$ cat config.mk
export PLATFORM = sky130hd
export DESIGN_NAME = ldpc_enc_src
export DESIGN_NICKNAME = d
export VERILOG_FILES = /design/src/common/ldpc_enc_pkg.sv /design/src/hw/ldpc_enc_src.sv /design/src/hw/ldpc_enc_slicer.sv /design/src/hw/ldpc_enc_ctrl.sv /design/src/hw/ldpc_enc_credit_cnt.sv /design/src/hw/enc_buf/ldpc_enc_raddr_gen.sv /design/src/hw/enc_buf/ldpc_enc_buf_ram.sv
export SDC_FILE = /design/constraint.sdc
export NUM_CORES = 2
export LEC_CHECK = 0
export ABC_AREA = 0
export BUFFER_PORTS_ARGS = -buffer_cell sky130_fd_sc_hd__buf_2
export CELL_PAD_IN_SITES_DETAIL_PLACEMENT = 1
export CELL_PAD_IN_SITES_GLOBAL_PLACEMENT = 2
export CORE_ASPECT_RATIO = 0.5
export CORE_MARGIN = 8
export CORE_UTILIZATION = 51
export CTS_CLUSTER_DIAMETER = 80
export DETAILED_ROUTE_END_ITERATION = 6
export HOLD_SLACK_MARGIN = 0.02
export PLACE_DENSITY_LB_ADDON = 0.1
export SLEW_MARGIN = 25
export SYNTH_ARGS = -nofsm -noshare
export SYNTH_HDL_FRONTEND = slang
export SYNTH_SLANG_ARGS = --single-unit
$ cat constraint.sdc
create_clock -name iclk -period 3.5 [get_ports iclk]
set_input_delay 0.7 -clock iclk [delete_from_list [all_inputs] [get_ports iclk]]
set_output_delay 0.7 -clock iclk [all_outputs]
set_load 0.005 [all_outputs]
$ cat src/common/ldpc_enc_pkg.sv
// LDPC encoder input buffer shared definitions.
// Holds the RAM word width, the slice width type and the structs that
// carry frame configuration, input words and output slices between blocks.

package ldpc_enc_pkg;

  // Buffer RAM word width in bits.
  localparam int dat_w = 8;

  // Number of bits needed to count the bits of one word, minus one.
  localparam int log2_dat_w = 3;

  // Slice width taken per read.
  // Legal values are 1, 2, 4 and 8; one extra bit so that 8 fits.
  typedef logic [log2_dat_w:0] used_w_t;

  // Frame setup, sampled by the controller when start is seen in idle.
  typedef struct packed {
    logic [7:0] num_words;  // Words in the frame, 0 stands for 256.
    used_w_t    used_w;     // Slice width for the whole frame.
  } frame_cfg_t;

  // One incoming RAM word from the writer.
  typedef struct packed {
    logic             valid;  // Word present this cycle.
    logic [dat_w-1:0] data;   // Word payload.
  } in_word_t;

  // One outgoing slice toward the downstream consumer.
  // Slice bits sit at the low end of data, the upper bits are zero.
  typedef struct packed {
    logic             valid;  // Slice present this cycle.
    logic             last;   // Final slice of the frame.
    logic [dat_w-1:0] data;   // Slice bits, zero padded.
  } out_slice_t;

endpackage
$ cat src/hw/ldpc_enc_src.sv
// Top level of the LDPC encoder input buffer read side.
// A frame is loaded into the buffer RAM and read back as a slice stream
// under credit flow control. Each slice leaves three cycles after its read.

`timescale 1ns/1ps

module ldpc_enc_src #(
  parameter int addr_w        = 8,
  parameter bit use_var_dat_w = 1,
  parameter int credits       = 4
) (
  input  logic                     iclk,
  input  logic                     arst_n,
  input  logic                     start,
  input  ldpc_enc_pkg::frame_cfg_t cfg,
  input  ldpc_enc_pkg::in_word_t   in_word,
  input  logic                     credit_ret,
  output ldpc_enc_pkg::out_slice_t out_slice,
  output logic                     busy
);

  import ldpc_enc_pkg::*;

  logic              wr_en;        // Buffer write strobe.
  logic [addr_w-1:0] wr_addr;
  logic [dat_w-1:0]  wr_data;
  logic              rd_clear;     // Rewinds the read address.
  logic              rd_enable;    // One slice read.
  logic              rd_last;      // Marks the final slice read.
  logic              consume;
  logic              avail;        // At least one credit is free.
  used_w_t           used_w;       // Slice width of the current frame.
  logic [addr_w-1:0] raddr;
  logic [dat_w-1:0]  rdata;
  logic              rval;
  logic              rlast;
  logic              rword_start;

  ldpc_enc_ctrl #(
    .addr_w (addr_w)
  ) u_ctrl (
    .iclk      (iclk),
    .arst_n    (arst_n),
    .start     (start),
    .cfg       (cfg),
    .in_word   (in_word),
    .avail     (avail),
    .wr_en     (wr_en),
    .wr_addr   (wr_addr),
    .wr_data   (wr_data),
    .rd_clear  (rd_clear),
    .rd_enable (rd_enable),
    .rd_last   (rd_last),
    .consume   (consume),
    .used_w    (used_w),
    .busy      (busy)
  );

  ldpc_enc_credit_cnt #(
    .credits (credits)
  ) u_credit_cnt (
    .iclk       (iclk),
    .arst_n     (arst_n),
    .consume    (consume),
    .credit_ret (credit_ret),
    .avail      (avail)
  );

  ldpc_enc_buf_ram #(
    .addr_w (addr_w)
  ) u_buf_ram (
    .iclk    (iclk),
    .arst_n  (arst_n),
    .wr_en   (wr_en),
    .wr_addr (wr_addr),
    .wr_data (wr_data),
    .raddr   (raddr),
    .rdata   (rdata)
  );

  ldpc_enc_raddr_gen #(
    .addr_w        (addr_w),
    .use_var_dat_w (use_var_dat_w)
  ) u_raddr_gen (
    .iclk        (iclk),
    .arst_n      (arst_n),
    .used_w      (used_w),
    .rd_clear    (rd_clear),
    .rd_enable   (rd_enable),
    .rd_last     (rd_last),
    .raddr       (raddr),
    .rval        (rval),
    .rlast       (rlast),
    .rword_start (rword_start)
  );

  ldpc_enc_slicer u_slicer (
    .iclk        (iclk),
    .arst_n      (arst_n),
    .rdata       (rdata),
    .rval        (rval),
    .rlast       (rlast),
    .rword_start (rword_start),
    .used_w      (used_w),
    .out_slice   (out_slice)
  );

endmodule

$ cat src/hw/ldpc_enc_slicer.sv
// Slicer for the encoder input stream.
// Cuts each word read from the buffer RAM into slices of used_w bits,
// least significant bits first, and drives the output slice struct.

`timescale 1ns/1ps

module ldpc_enc_slicer (
  input  logic                           iclk,
  input  logic                           arst_n,
  input  logic [ldpc_enc_pkg::dat_w-1:0] rdata,
  input  logic                           rval,
  input  logic                           rlast,
  input  logic                           rword_start,
  input  ldpc_enc_pkg::used_w_t          used_w,
  output ldpc_enc_pkg::out_slice_t       out_slice
);

  import ldpc_enc_pkg::*;

  logic [dat_w-1:0] src;    // Word the current slice comes from.
  logic [dat_w-1:0] hold;   // Remaining bits of the current word.
  logic [dat_w-1:0] mask;   // Low used_w bits set.
  logic [dat_w-1:0] data_q;
  logic             val_q;
  logic             last_q;

  // A fresh word comes straight from the RAM, later slices from hold.
  assign src  = rword_start ? rdata : hold;
  assign mask = ~({dat_w{1'b1}} << used_w);  // All ones for a width of 8.

  always_ff @(posedge iclk or negedge arst_n) begin
    if (!arst_n) begin
      val_q  <= 1'b0;
      last_q <= 1'b0;
    end else begin
      val_q  <= rval;
      last_q <= rval & rlast;
    end
  end

  // Slice data and the shift register only move on a valid read.
  always_ff @(posedge iclk) begin
    if (rval) begin
      data_q <= src & mask;       // Upper bits forced to zero.
      hold   <= src >> used_w;    // Next slice moves to the bottom.
    end
  end

  always_comb begin
    out_slice.valid = val_q;
    out_slice.last  = last_q;
    out_slice.data  = data_q;
  end

endmodule

$ cat src/hw/ldpc_enc_ctrl.sv
// Frame controller of the encoder input buffer.
// Loads a frame of words into the buffer RAM, then issues one read per
// slice while credits allow, and flags the final slice of the frame.

`timescale 1ns/1ps

module ldpc_enc_ctrl #(
  parameter int addr_w = 8
) (
  input  logic                           iclk,
  input  logic                           arst_n,
  input  logic                           start,
  input  ldpc_enc_pkg::frame_cfg_t       cfg,
  input  ldpc_enc_pkg::in_word_t         in_word,
  input  logic                           avail,
  output logic                           wr_en,
  output logic [addr_w-1:0]              wr_addr,
  output logic [ldpc_enc_pkg::dat_w-1:0] wr_data,
  output logic                           rd_clear,
  output logic                           rd_enable,
  output logic                           rd_last,
  output logic                           consume,
  output ldpc_enc_pkg::used_w_t          used_w,
  output logic                           busy
);

  import ldpc_enc_pkg::*;

  typedef enum logic [1:0] {
    st_idle,
    st_load,
    st_read
  } state_t;

  state_t     state;
  frame_cfg_t cfg_q;      // Frame setup held for the whole frame.
  logic [7:0] wcnt;       // Words written so far.
  logic [11:0] scnt;      // Slices issued so far.
  logic [8:0]  nwords;    // Frame length with 0 read as 256.
  logic [11:0] total;     // Slices in the frame.
  logic        last_word; // The word counter points at the final word.

  assign nwords = (cfg_q.num_words == '0) ? 9'd256 : {1'b0, cfg_q.num_words};

  // Slices per frame are words times dat_w over the slice width.
  always_comb begin
    case (cfg_q.used_w)
      4'd1:    total = {nwords, 3'b000};
      4'd2:    total = {1'b0, nwords, 2'b00};
      4'd4:    total = {2'b00, nwords, 1'b0};
      default: total = {3'b000, nwords};
    endcase
  end

  // The byte wrap makes 0 minus 1 equal 255, which covers 256 words.
  assign last_word = (wcnt == cfg_q.num_words - 8'd1);

  assign wr_en     = (state == st_load) & in_word.valid;
  assign wr_addr   = addr_w'(wcnt);
  assign wr_data   = in_word.data;
  assign rd_clear  = wr_en & last_word;  // Pulses together with the final write.
  assign rd_enable = (state == st_read) & avail;
  assign consume   = rd_enable;          // Every read uses up one credit.
  assign rd_last   = rd_enable & (scnt == total - 12'd1);
  assign used_w    = cfg_q.used_w;
  assign busy      = (state != st_idle);

  // Setup is captured only when a new frame begins.
  always_ff @(posedge iclk) begin
    if ((state == st_idle) && start) begin
      cfg_q <= cfg;
    end
  end

  always_ff @(posedge iclk or negedge arst_n) begin
    if (!arst_n) begin
      state <= st_idle;
      wcnt  <= '0;
      scnt  <= '0;
    end else begin
      case (state)
        st_idle: begin
          if (start) begin
            state <= st_load;
            wcnt  <= '0;
          end
        end
        st_load: begin
          if (wr_en) begin
            wcnt <= wcnt + 8'd1;
            if (last_word) begin
              state <= st_read;  // Reads begin on the next cycle.
              scnt  <= '0;
            end
          end
        end
        st_read: begin
          // Without credit the position simply holds.
          if (rd_enable) begin
            scnt <= scnt + 12'd1;
            if (rd_last) begin
              state <= st_idle;
            end
          end
        end
        default: begin
          state <= st_idle;
        end
      endcase
    end
  end

endmodule

$ cat src/hw/ldpc_enc_credit_cnt.sv
// Credit counter for the downstream slice stream.
// Holds how many more slices the consumer can take. Each issued read
// takes one credit and each returned pulse gives one back.

`timescale 1ns/1ps

module ldpc_enc_credit_cnt #(
  parameter int credits = 4
) (
  input  logic iclk,
  input  logic arst_n,
  input  logic consume,
  input  logic credit_ret,
  output logic avail
);

  localparam int cnt_w = $clog2(credits + 1);  // Wide enough to hold the full count.

  logic [cnt_w-1:0] cnt;  // Free credits.

  // The consumer starts out with room for credits slices.
  always_ff @(posedge iclk or negedge arst_n) begin
    if (!arst_n) begin
      cnt <= cnt_w'(credits);
    end else begin
      case ({consume, credit_ret})
        2'b10: begin
          cnt <= cnt - 1'b1;  // One more slice in flight.
        end
        2'b01: begin
          cnt <= cnt + 1'b1;  // Consumer retired a slice.
        end
        default: begin
          cnt <= cnt;  // Both or neither, so the count stays.
        end
      endcase
    end
  end

  // The controller only reads when at least one credit is left.
  assign avail = (cnt != '0);

endmodule

$ cat src/hw/enc_buf/ldpc_enc_raddr_gen.sv
// Read address generator for the encoder buffer RAM.
// Every read enable is one slice read. In variable width mode the address
// moves on only after the last slice of a word, in fixed mode on every read.
// A delay line carries valid, last and word start in step with the RAM data.

`timescale 1ns/1ps

module ldpc_enc_raddr_gen #(
  parameter int addr_w        = 8,
  parameter bit use_var_dat_w = 1
) (
  input  logic                  iclk,
  input  logic                  arst_n,
  input  ldpc_enc_pkg::used_w_t used_w,
  input  logic                  rd_clear,
  input  logic                  rd_enable,
  input  logic                  rd_last,
  output logic [addr_w-1:0]     raddr,
  output logic                  rval,
  output logic                  rlast,
  output logic                  rword_start
);

  import ldpc_enc_pkg::*;

  // Tag that travels alongside each read through the RAM latency.
  typedef struct packed {
    logic val;
    logic last;
    logic word_start;
  } rd_tag_t;

  logic          word_start;  // This read takes the first slice of a word.
  logic          word_end;    // This read takes the last slice of a word.
  logic          adv_pend;    // Next read moves to the next word.
  rd_tag_t       tag_s0;      // Stage aligned with raddr.
  rd_tag_t [1:0] tag_d;       // Two more stages to match the RAM.

  generate
    if (use_var_dat_w) begin : g_var
      logic [log2_dat_w:0] acc;  // Bits of the word consumed, this read included.

      assign word_start = (acc == used_w);  // Only the first read of a word holds one width.
      assign word_end   = acc[log2_dat_w];  // Top bit set once a full word is used.

      always_ff @(posedge iclk or negedge arst_n) begin
        if (!arst_n) begin
          acc <= '0;
        end else if (rd_clear) begin
          acc <= used_w;
        end else if (rd_enable) begin
          acc <= word_end ? used_w : acc + used_w;  // Reload on a new word.
        end
      end
    end else begin : g_fix
      // One read per word, so each read both opens and closes a word.
      assign word_start = 1'b1;
      assign word_end   = 1'b1;
    end
  endgenerate

  always_ff @(posedge iclk or negedge arst_n) begin
    if (!arst_n) begin
      raddr    <= '0;
      adv_pend <= 1'b0;
      tag_s0   <= '0;
      tag_d    <= '0;
    end else begin
      tag_s0.val        <= rd_enable & ~rd_clear;
      tag_s0.last       <= rd_enable & ~rd_clear & rd_last;
      tag_s0.word_start <= word_start;
      tag_d             <= {tag_d[0], tag_s0};  // Shift toward the RAM output.
      if (rd_clear) begin
        raddr    <= '0;  // Frame restarts at word zero.
        adv_pend <= 1'b0;
      end else if (rd_enable) begin
        // The address for this read is presented now, the step for a
        // finished word is applied on the following read.
        raddr    <= raddr + addr_w'(adv_pend);
        adv_pend <= word_end;
      end
    end
  end

  // RAM data lands two edges after raddr, and so does the tag.
  assign rval        = tag_d[1].val;
  assign rlast       = tag_d[1].last;
  assign rword_start = tag_d[1].word_start;

endmodule

$ cat src/hw/enc_buf/ldpc_enc_buf_ram.sv
// Frame buffer RAM for the LDPC encoder input side.
// Simple dual-port memory, one write and one read port on the same clock.
// Both the read address and the read data are registered, so data for an
// address presented at one edge appears two edges later.

`timescale 1ns/1ps

module ldpc_enc_buf_ram #(
  parameter int addr_w = 8
) (
  input  logic                           iclk,
  input  logic                           arst_n,
  input  logic                           wr_en,
  input  logic [addr_w-1:0]              wr_addr,
  input  logic [ldpc_enc_pkg::dat_w-1:0] wr_data,
  input  logic [addr_w-1:0]              raddr,
  output logic [ldpc_enc_pkg::dat_w-1:0] rdata
);

  import ldpc_enc_pkg::*;

  logic [dat_w-1:0]  mem [2**addr_w];  // Word storage for one frame.
  logic [addr_w-1:0] raddr_q;          // First read stage.

  // Write port. A word written at an edge is readable from the next edge on.
  always_ff @(posedge iclk) begin
    if (wr_en) begin
      mem[wr_addr] <= wr_data;
    end
  end

  // Read port with address and output registers.
  always_ff @(posedge iclk or negedge arst_n) begin
    if (!arst_n) begin
      raddr_q <= '0;
      rdata   <= '0;
    end else begin
      raddr_q <= raddr;         // Latency stage one.
      rdata   <= mem[raddr_q];  // Latency stage two.
    end
  end

endmodule

Yosys cells after proc, flatten, opt, wreduce, memory -nomap -nowiden
Memory sizes are Yosys's and may differ from the RTL's. A register that Yosys moved wholly into a read port is not among the register bits.
Index checks and enable logic that the tools add are counted.
{"block": "op_classes", "reduce_logical": 13, "add_sub_neg": 8, "shift": 2, "n_bitwise": 10, "n_mux": 26, "n_eq_ne": 15}
{"cell": "8-bit 2-to-1 mux", "n": 5}
{"cell": "12-bit 2-to-1 mux", "n": 3}
{"cell": "12-bit one-hot mux with 3 select lines", "n": 1}
{"cell": "12-bit one-hot mux with 2 select lines", "n": 1}
{"cell": "8-bit one-hot mux with 2 select lines", "n": 1}
{"cell": "12-bit by 1-bit adder with 12-bit output, second input constant", "n": 1}
{"cell": "12-bit == test", "n": 1}
{"cell": "4-bit 2-to-1 mux", "n": 3}
{"cell": "12-bit by 1-bit subtractor with 12-bit output, second input constant", "n": 1}
{"cell": "2-bit 2-to-1 mux", "n": 5}
{"cell": "2-bit nonzero test", "n": 5}
{"cell": "9-bit 2-to-1 mux", "n": 1}
{"cell": "8-bit by 1-bit adder with 8-bit output", "n": 1}
{"cell": "8-bit by 1-bit adder with 8-bit output, second input constant", "n": 1}
{"cell": "8-bit AND", "n": 1}
{"cell": "8-bit == test", "n": 1}
{"cell": "8-bit logical NOT", "n": 1}
{"cell": "2-bit by 1-bit inequality test with 1-bit output, second input constant", "n": 4}
{"cell": "8-bit inverter", "n": 1}
{"cell": "8-bit by 4-bit << shifter with 8-bit output, first input constant", "n": 1}
{"cell": "8-bit by 4-bit right shift with 8-bit output", "n": 1}
{"cell": "8-bit by 1-bit subtractor with 8-bit output, second input constant", "n": 1}
{"cell": "1-bit AND", "n": 7}
{"cell": "2-bit one-hot mux with 3 select lines", "n": 1}
{"cell": "20 further kinds", "n": 25}
{"block": "totals", "output_inout_bits": 11, "elab_cells": 98, "ff_bits": 85, "ramBits": 2048, "input_bits": 25, "memories": 1}
{"name": "u_buf_ram.mem", "depth": 256, "width": 8, "read_ports": 1, "rd_ports_with_merged_regs": 1, "wr": 1, "line": "ldpc_enc_buf_ram.sv:22", "text": "logic [dat_w-1:0] mem [2**addr_w];"}

Logic depth before layout (Yosys ltp)
{"block": "depth", "depth_word": 9, "ltp_mapped": 13, "ltp_nobuf": 12}

Cells and area by module
A second synthesis with hierarchy kept.
{"block": "hier_totals", "cells_unflattened": 4278, "hier_area_um2": 85265.5}
{"mod": "ldpc_enc_buf_ram", "seq_area_each_um2": 61899.4, "instances": 1, "cells_per_inst": 3803, "area_per_inst_um2": 80238.2}
{"mod": "ldpc_enc_ctrl", "seq_area_each_um2": 910.9, "instances": 1, "cells_per_inst": 290, "area_per_inst_um2": 2740.1}
{"mod": "ldpc_enc_slicer", "seq_area_each_um2": 530.5, "instances": 1, "cells_per_inst": 85, "area_per_inst_um2": 1139.8}
{"mod": "ldpc_enc_raddr_gen", "seq_area_each_um2": 550.5, "instances": 1, "cells_per_inst": 87, "area_per_inst_um2": 983.4}
{"mod": "ldpc_enc_credit_cnt", "seq_area_each_um2": 76.3, "instances": 1, "cells_per_inst": 13, "area_per_inst_um2": 163.9}

Worst setup path after synthesis
No wires, ideal clock.
{"block": "synth_path", "path_kind": "register to register", "start": "register u_buf_ram.raddr_q[0]", "end": "register u_buf_ram.rdata[0] in the netlist's numbering, read port of u_buf_ram.mem", "arrival_ns": 2.883, "path_slack_ns": 0.479, "path_stages_with_launch": 7, "cell_sequence": "dfrtp_1 -> buf_2 -> buf_1 -> mux4_2 -> mux4_2 -> mux4_2 -> mux4_2"}
{"element": "start, declared", "line": "ldpc_enc_buf_ram.sv:23", "text": "logic [addr_w-1:0] raddr_q;"}
{"element": "start signal, assigned", "line": "ldpc_enc_buf_ram.sv:38", "text": "raddr_q <= raddr;"}
{"element": "end, declared", "line": "ldpc_enc_buf_ram.sv:17", "text": "output logic [ldpc_enc_pkg::dat_w-1:0] rdata"}

==> reports/metrics.cfg <==
[worst_setup_path]
worstPathRequired_ps=4200
critPathLaunchType=flop
crit_arrival_ps=4140
endpoint_kind=flop
crit_fanout=19
critical_path_class=flop to flop

[min_path]
worstHoldPathType=input pin to flop

[cells_and_area]
nets=4266
mostFrequentLayoutCells=2076 x edfxtp_1, 685 x mux4_2, 414 x buf_4
stdcell_area_um2=96400
final_common_cell=edfxtp_1
areaGrowthSynthToFinish_pct=14.9
final_cells=6562
layout-drive-gt1-share_pct=34.2

[synth]
ys_seq_elements=2141
synthArstFlopShare_pct=3.04
yosys-mux-area-fraction_pct=18.6
yosys.area_share.simple_pct=2.51
synth_cell_types=64
synth_area_leaders=edfxtp_1 74%, mux4_2 18%, dfrtp_1 1.9%
ys.flop_type=edfxtp_1
ys_warn_count=0
synth_edf_count=2076
yosys.area.top_type=edfxtp_1
synth.cell_area_um2=83900
synth_compound_area_share_pct=0.772
synth_fa_ha_area_share_pct=0.242
synth_top_cell_area_share_pct=74.3
avgSynthCellArea_um2=22.5
synth_xor_area_share_pct=0.511
synth_top_family_by_area=multiplexers
syn-num-nets=3767
netlist_instances=3727
ys_seq_area_share_pct=76.2

[sta]
skew_ps=37.4
max_slew_margin_pct=30.9
hold_viol_final=0
fmaxAchievable_mhz=290
fin_crit_ps=3450
fin_crit_sh_pct=98.4
finalMaxSlewViolations=0
finalSetupViolCount=0
worst_pin_slew_ps=1040

[global_routing]
grt_max_degree=134
grt_use_total_pct=24.6
antenna_found_initial=28
gr-total-overflow=0
grt_pass1_wl_um=315000
grt_pass1_vias=42415

[cts]
cts_buffers=190
cts_tree=done
cts_root_buffer=clkbuf_16
h-tree-depth=4
insertion_delay_ps=840
path_clk_slew_ps=70
cts.sinks=2141
cts.path.max_buffers=4

[route]
antenna_left=0
wire_per_inst_um=33.4
num_vias=40817
dr.pass1.iters=7
drc_errors=1
drt-vias-per-instance=6.22
wirelength_um=219000
drtIter0Drc=4696

[placement]
gp_congestion=0.794
placedCellCount=6209
dpl.hpwl_um=142000
place.port_buffers=35
dpl-instance-area_um2=90400

[die]
pin_count=36
row_count=105
die_w_um=590
die_area_um2=179000
die_h_um=303
initial_core_util_pct=51.3
coreArea_um2=164000

[outcome]
violations=DRC
status=finished, violations left

[run]
cap_viol_max_count=0

[power_and_ir_drop]
p_per_area_nw_per_um2=710
leakagePower_nw=31.5
peakVddDrop_uv=484

## stage by stage
| step | utilization (%) | hold slack [ps] | worst slack (ps) | setup TNS [ps] | total power [mW] |
|---|---|---|---|---|---|
| floorplan | - | 331 | 479 | 0 | 40.9 |
| global placement | 55.2 | 338 | -23.1 | -23.1 | 48.6 |
| detailed placement | 55.2 | 337 | -26.1 | -37.1 | 48.8 |
| CTS | 58.8 | 54.6 | 3.33 | 0 | 69.0 |
| global route | 58.9 | 67.9 | -11.2 | -11.2 | 70.6 |
| finish | 58.9 | 116 | 54.6 | 0 | 68.5 |
## worst max-delay path, cell delays in order (launching register included)
cell	delay (ps)
dfrtp_4	590
buf_16	260
buf_4	240
mux4_2	570
mux4_2	530
mux4_2	580
mux4_2	480
## what timing repair did
action                     CTS  global route
gates cloned                 0             0
hold buffers                12             0
setup endpoints to repair    3             9
hold endpoints to repair    59             0
setup buffers                0             5
resized for setup            2             7
## final cells by class
type | instances | area (µm²)
antenna | 2 | 5.00
clock buffer | 225 | 4890
clock inverter | 108 | 900
fill | 13591 | 67300
inverter | 19 | 71.3
multi-input combinational | 1344 | 19000
sequential | 2141 | 64000
tap | 2193 | 2740
timing repair buffer | 530 | 4850
## Yosys cell counts, types with 3 or more instances
cell type / n
a21oi_1: 22
a22o_1: 3
a22oi_1: 7
a31oi_1: 5
and2_1: 7
and3_1: 3
buf_1: 34
buf_2: 56
buf_4: 3
clkbuf_1: 126
dfrtp_1: 64
edfxtp_1: 2076
ha_1: 13
inv_1: 19
mux2i_1: 13
mux4_2: 685
nand2_1: 64
nand2b_1: 5
nand3_1: 36
nand4_1: 8
nor2_1: 311
nor2b_1: 12
nor3_1: 11
nor4b_1: 4
o211ai_1: 4
o21ai_0: 18
o221ai_1: 6
o22a_1: 5
o31a_1: 4
or2_2: 7
or3_1: 4
or3b_2: 4
xnor2_1: 25
xor2_1: 24
## report_power, final
| part | internal (mW) | total, mW | switching, mW |
|---|---|---|---|
| Sequential | 28.6 | 29.4 | 0.848 |
| Combinational | 9.18 | 18.9 | 9.67 |
| Clock | 11.0 | 20.2 | 9.24 |
| Total | 48.7 | 68.5 | 19.8 |
## final timing paths
kind                                      start             endpoint  slack (ps)  cells past startpoint
max                        u_buf_ram.raddr_q[0]   u_buf_ram.rdata[3]          50                      6
min                                      cfg[2]     u_ctrl.used_w[2]         120                      1
min in group asynchronous                arst_n       u_ctrl.scnt[9]         500                      2
min reg2reg                u_raddr_gen.tag_d[2]     u_raddr_gen.rval         350                      0
max in group asynchronous                arst_n  u_credit_cnt.cnt[2]        2180                      3
max reg2reg                u_buf_ram.raddr_q[0]   u_buf_ram.rdata[3]          50                      6
## per-layer routing
metal / vias to the layer above / part of all wire (%) / GRT usage, %
met4: 4 / 2.3 / 5.64
met5: - / 0.010 / 0
met3: 290 / 8.2 / 4.52
met1: 22247 / 43 / 37.0
li1: 16633 / - / -
met2: 1643 / 46 / 38.2
## registers in the layout, indices dropped and copies added, names as in the netlist
signal,cells
u_buf_ram.mem,2048
u_buf_ram.raddr_q,8
u_buf_ram.rdata,8
u_credit_cnt.cnt,3
u_ctrl.cfg_q,8
u_ctrl.scnt,12
u_ctrl.state,2
u_ctrl.used_w,4
u_ctrl.wr_addr,8
u_raddr_gen.adv_pend,1
u_raddr_gen.g_var.acc,4
u_raddr_gen.raddr,8
u_raddr_gen.rlast,1
u_raddr_gen.rval,1
u_raddr_gen.rword_start,1
u_raddr_gen.tag_d,3
u_raddr_gen.tag_s0,3
u_slicer.data_q,8
u_slicer.hold,8
u_slicer.last_q,1
u_slicer.val_q,1
## cell families after synthesis
group,Yosys count
DFF,2141
AOI/OAI and AO/OA,94
adders and majority gates,15
muxes,699
buffers and inverters,242
and+or+nand+nor,487
xor gates and xnor gates,49
Power figures use the tool's default switching activity.
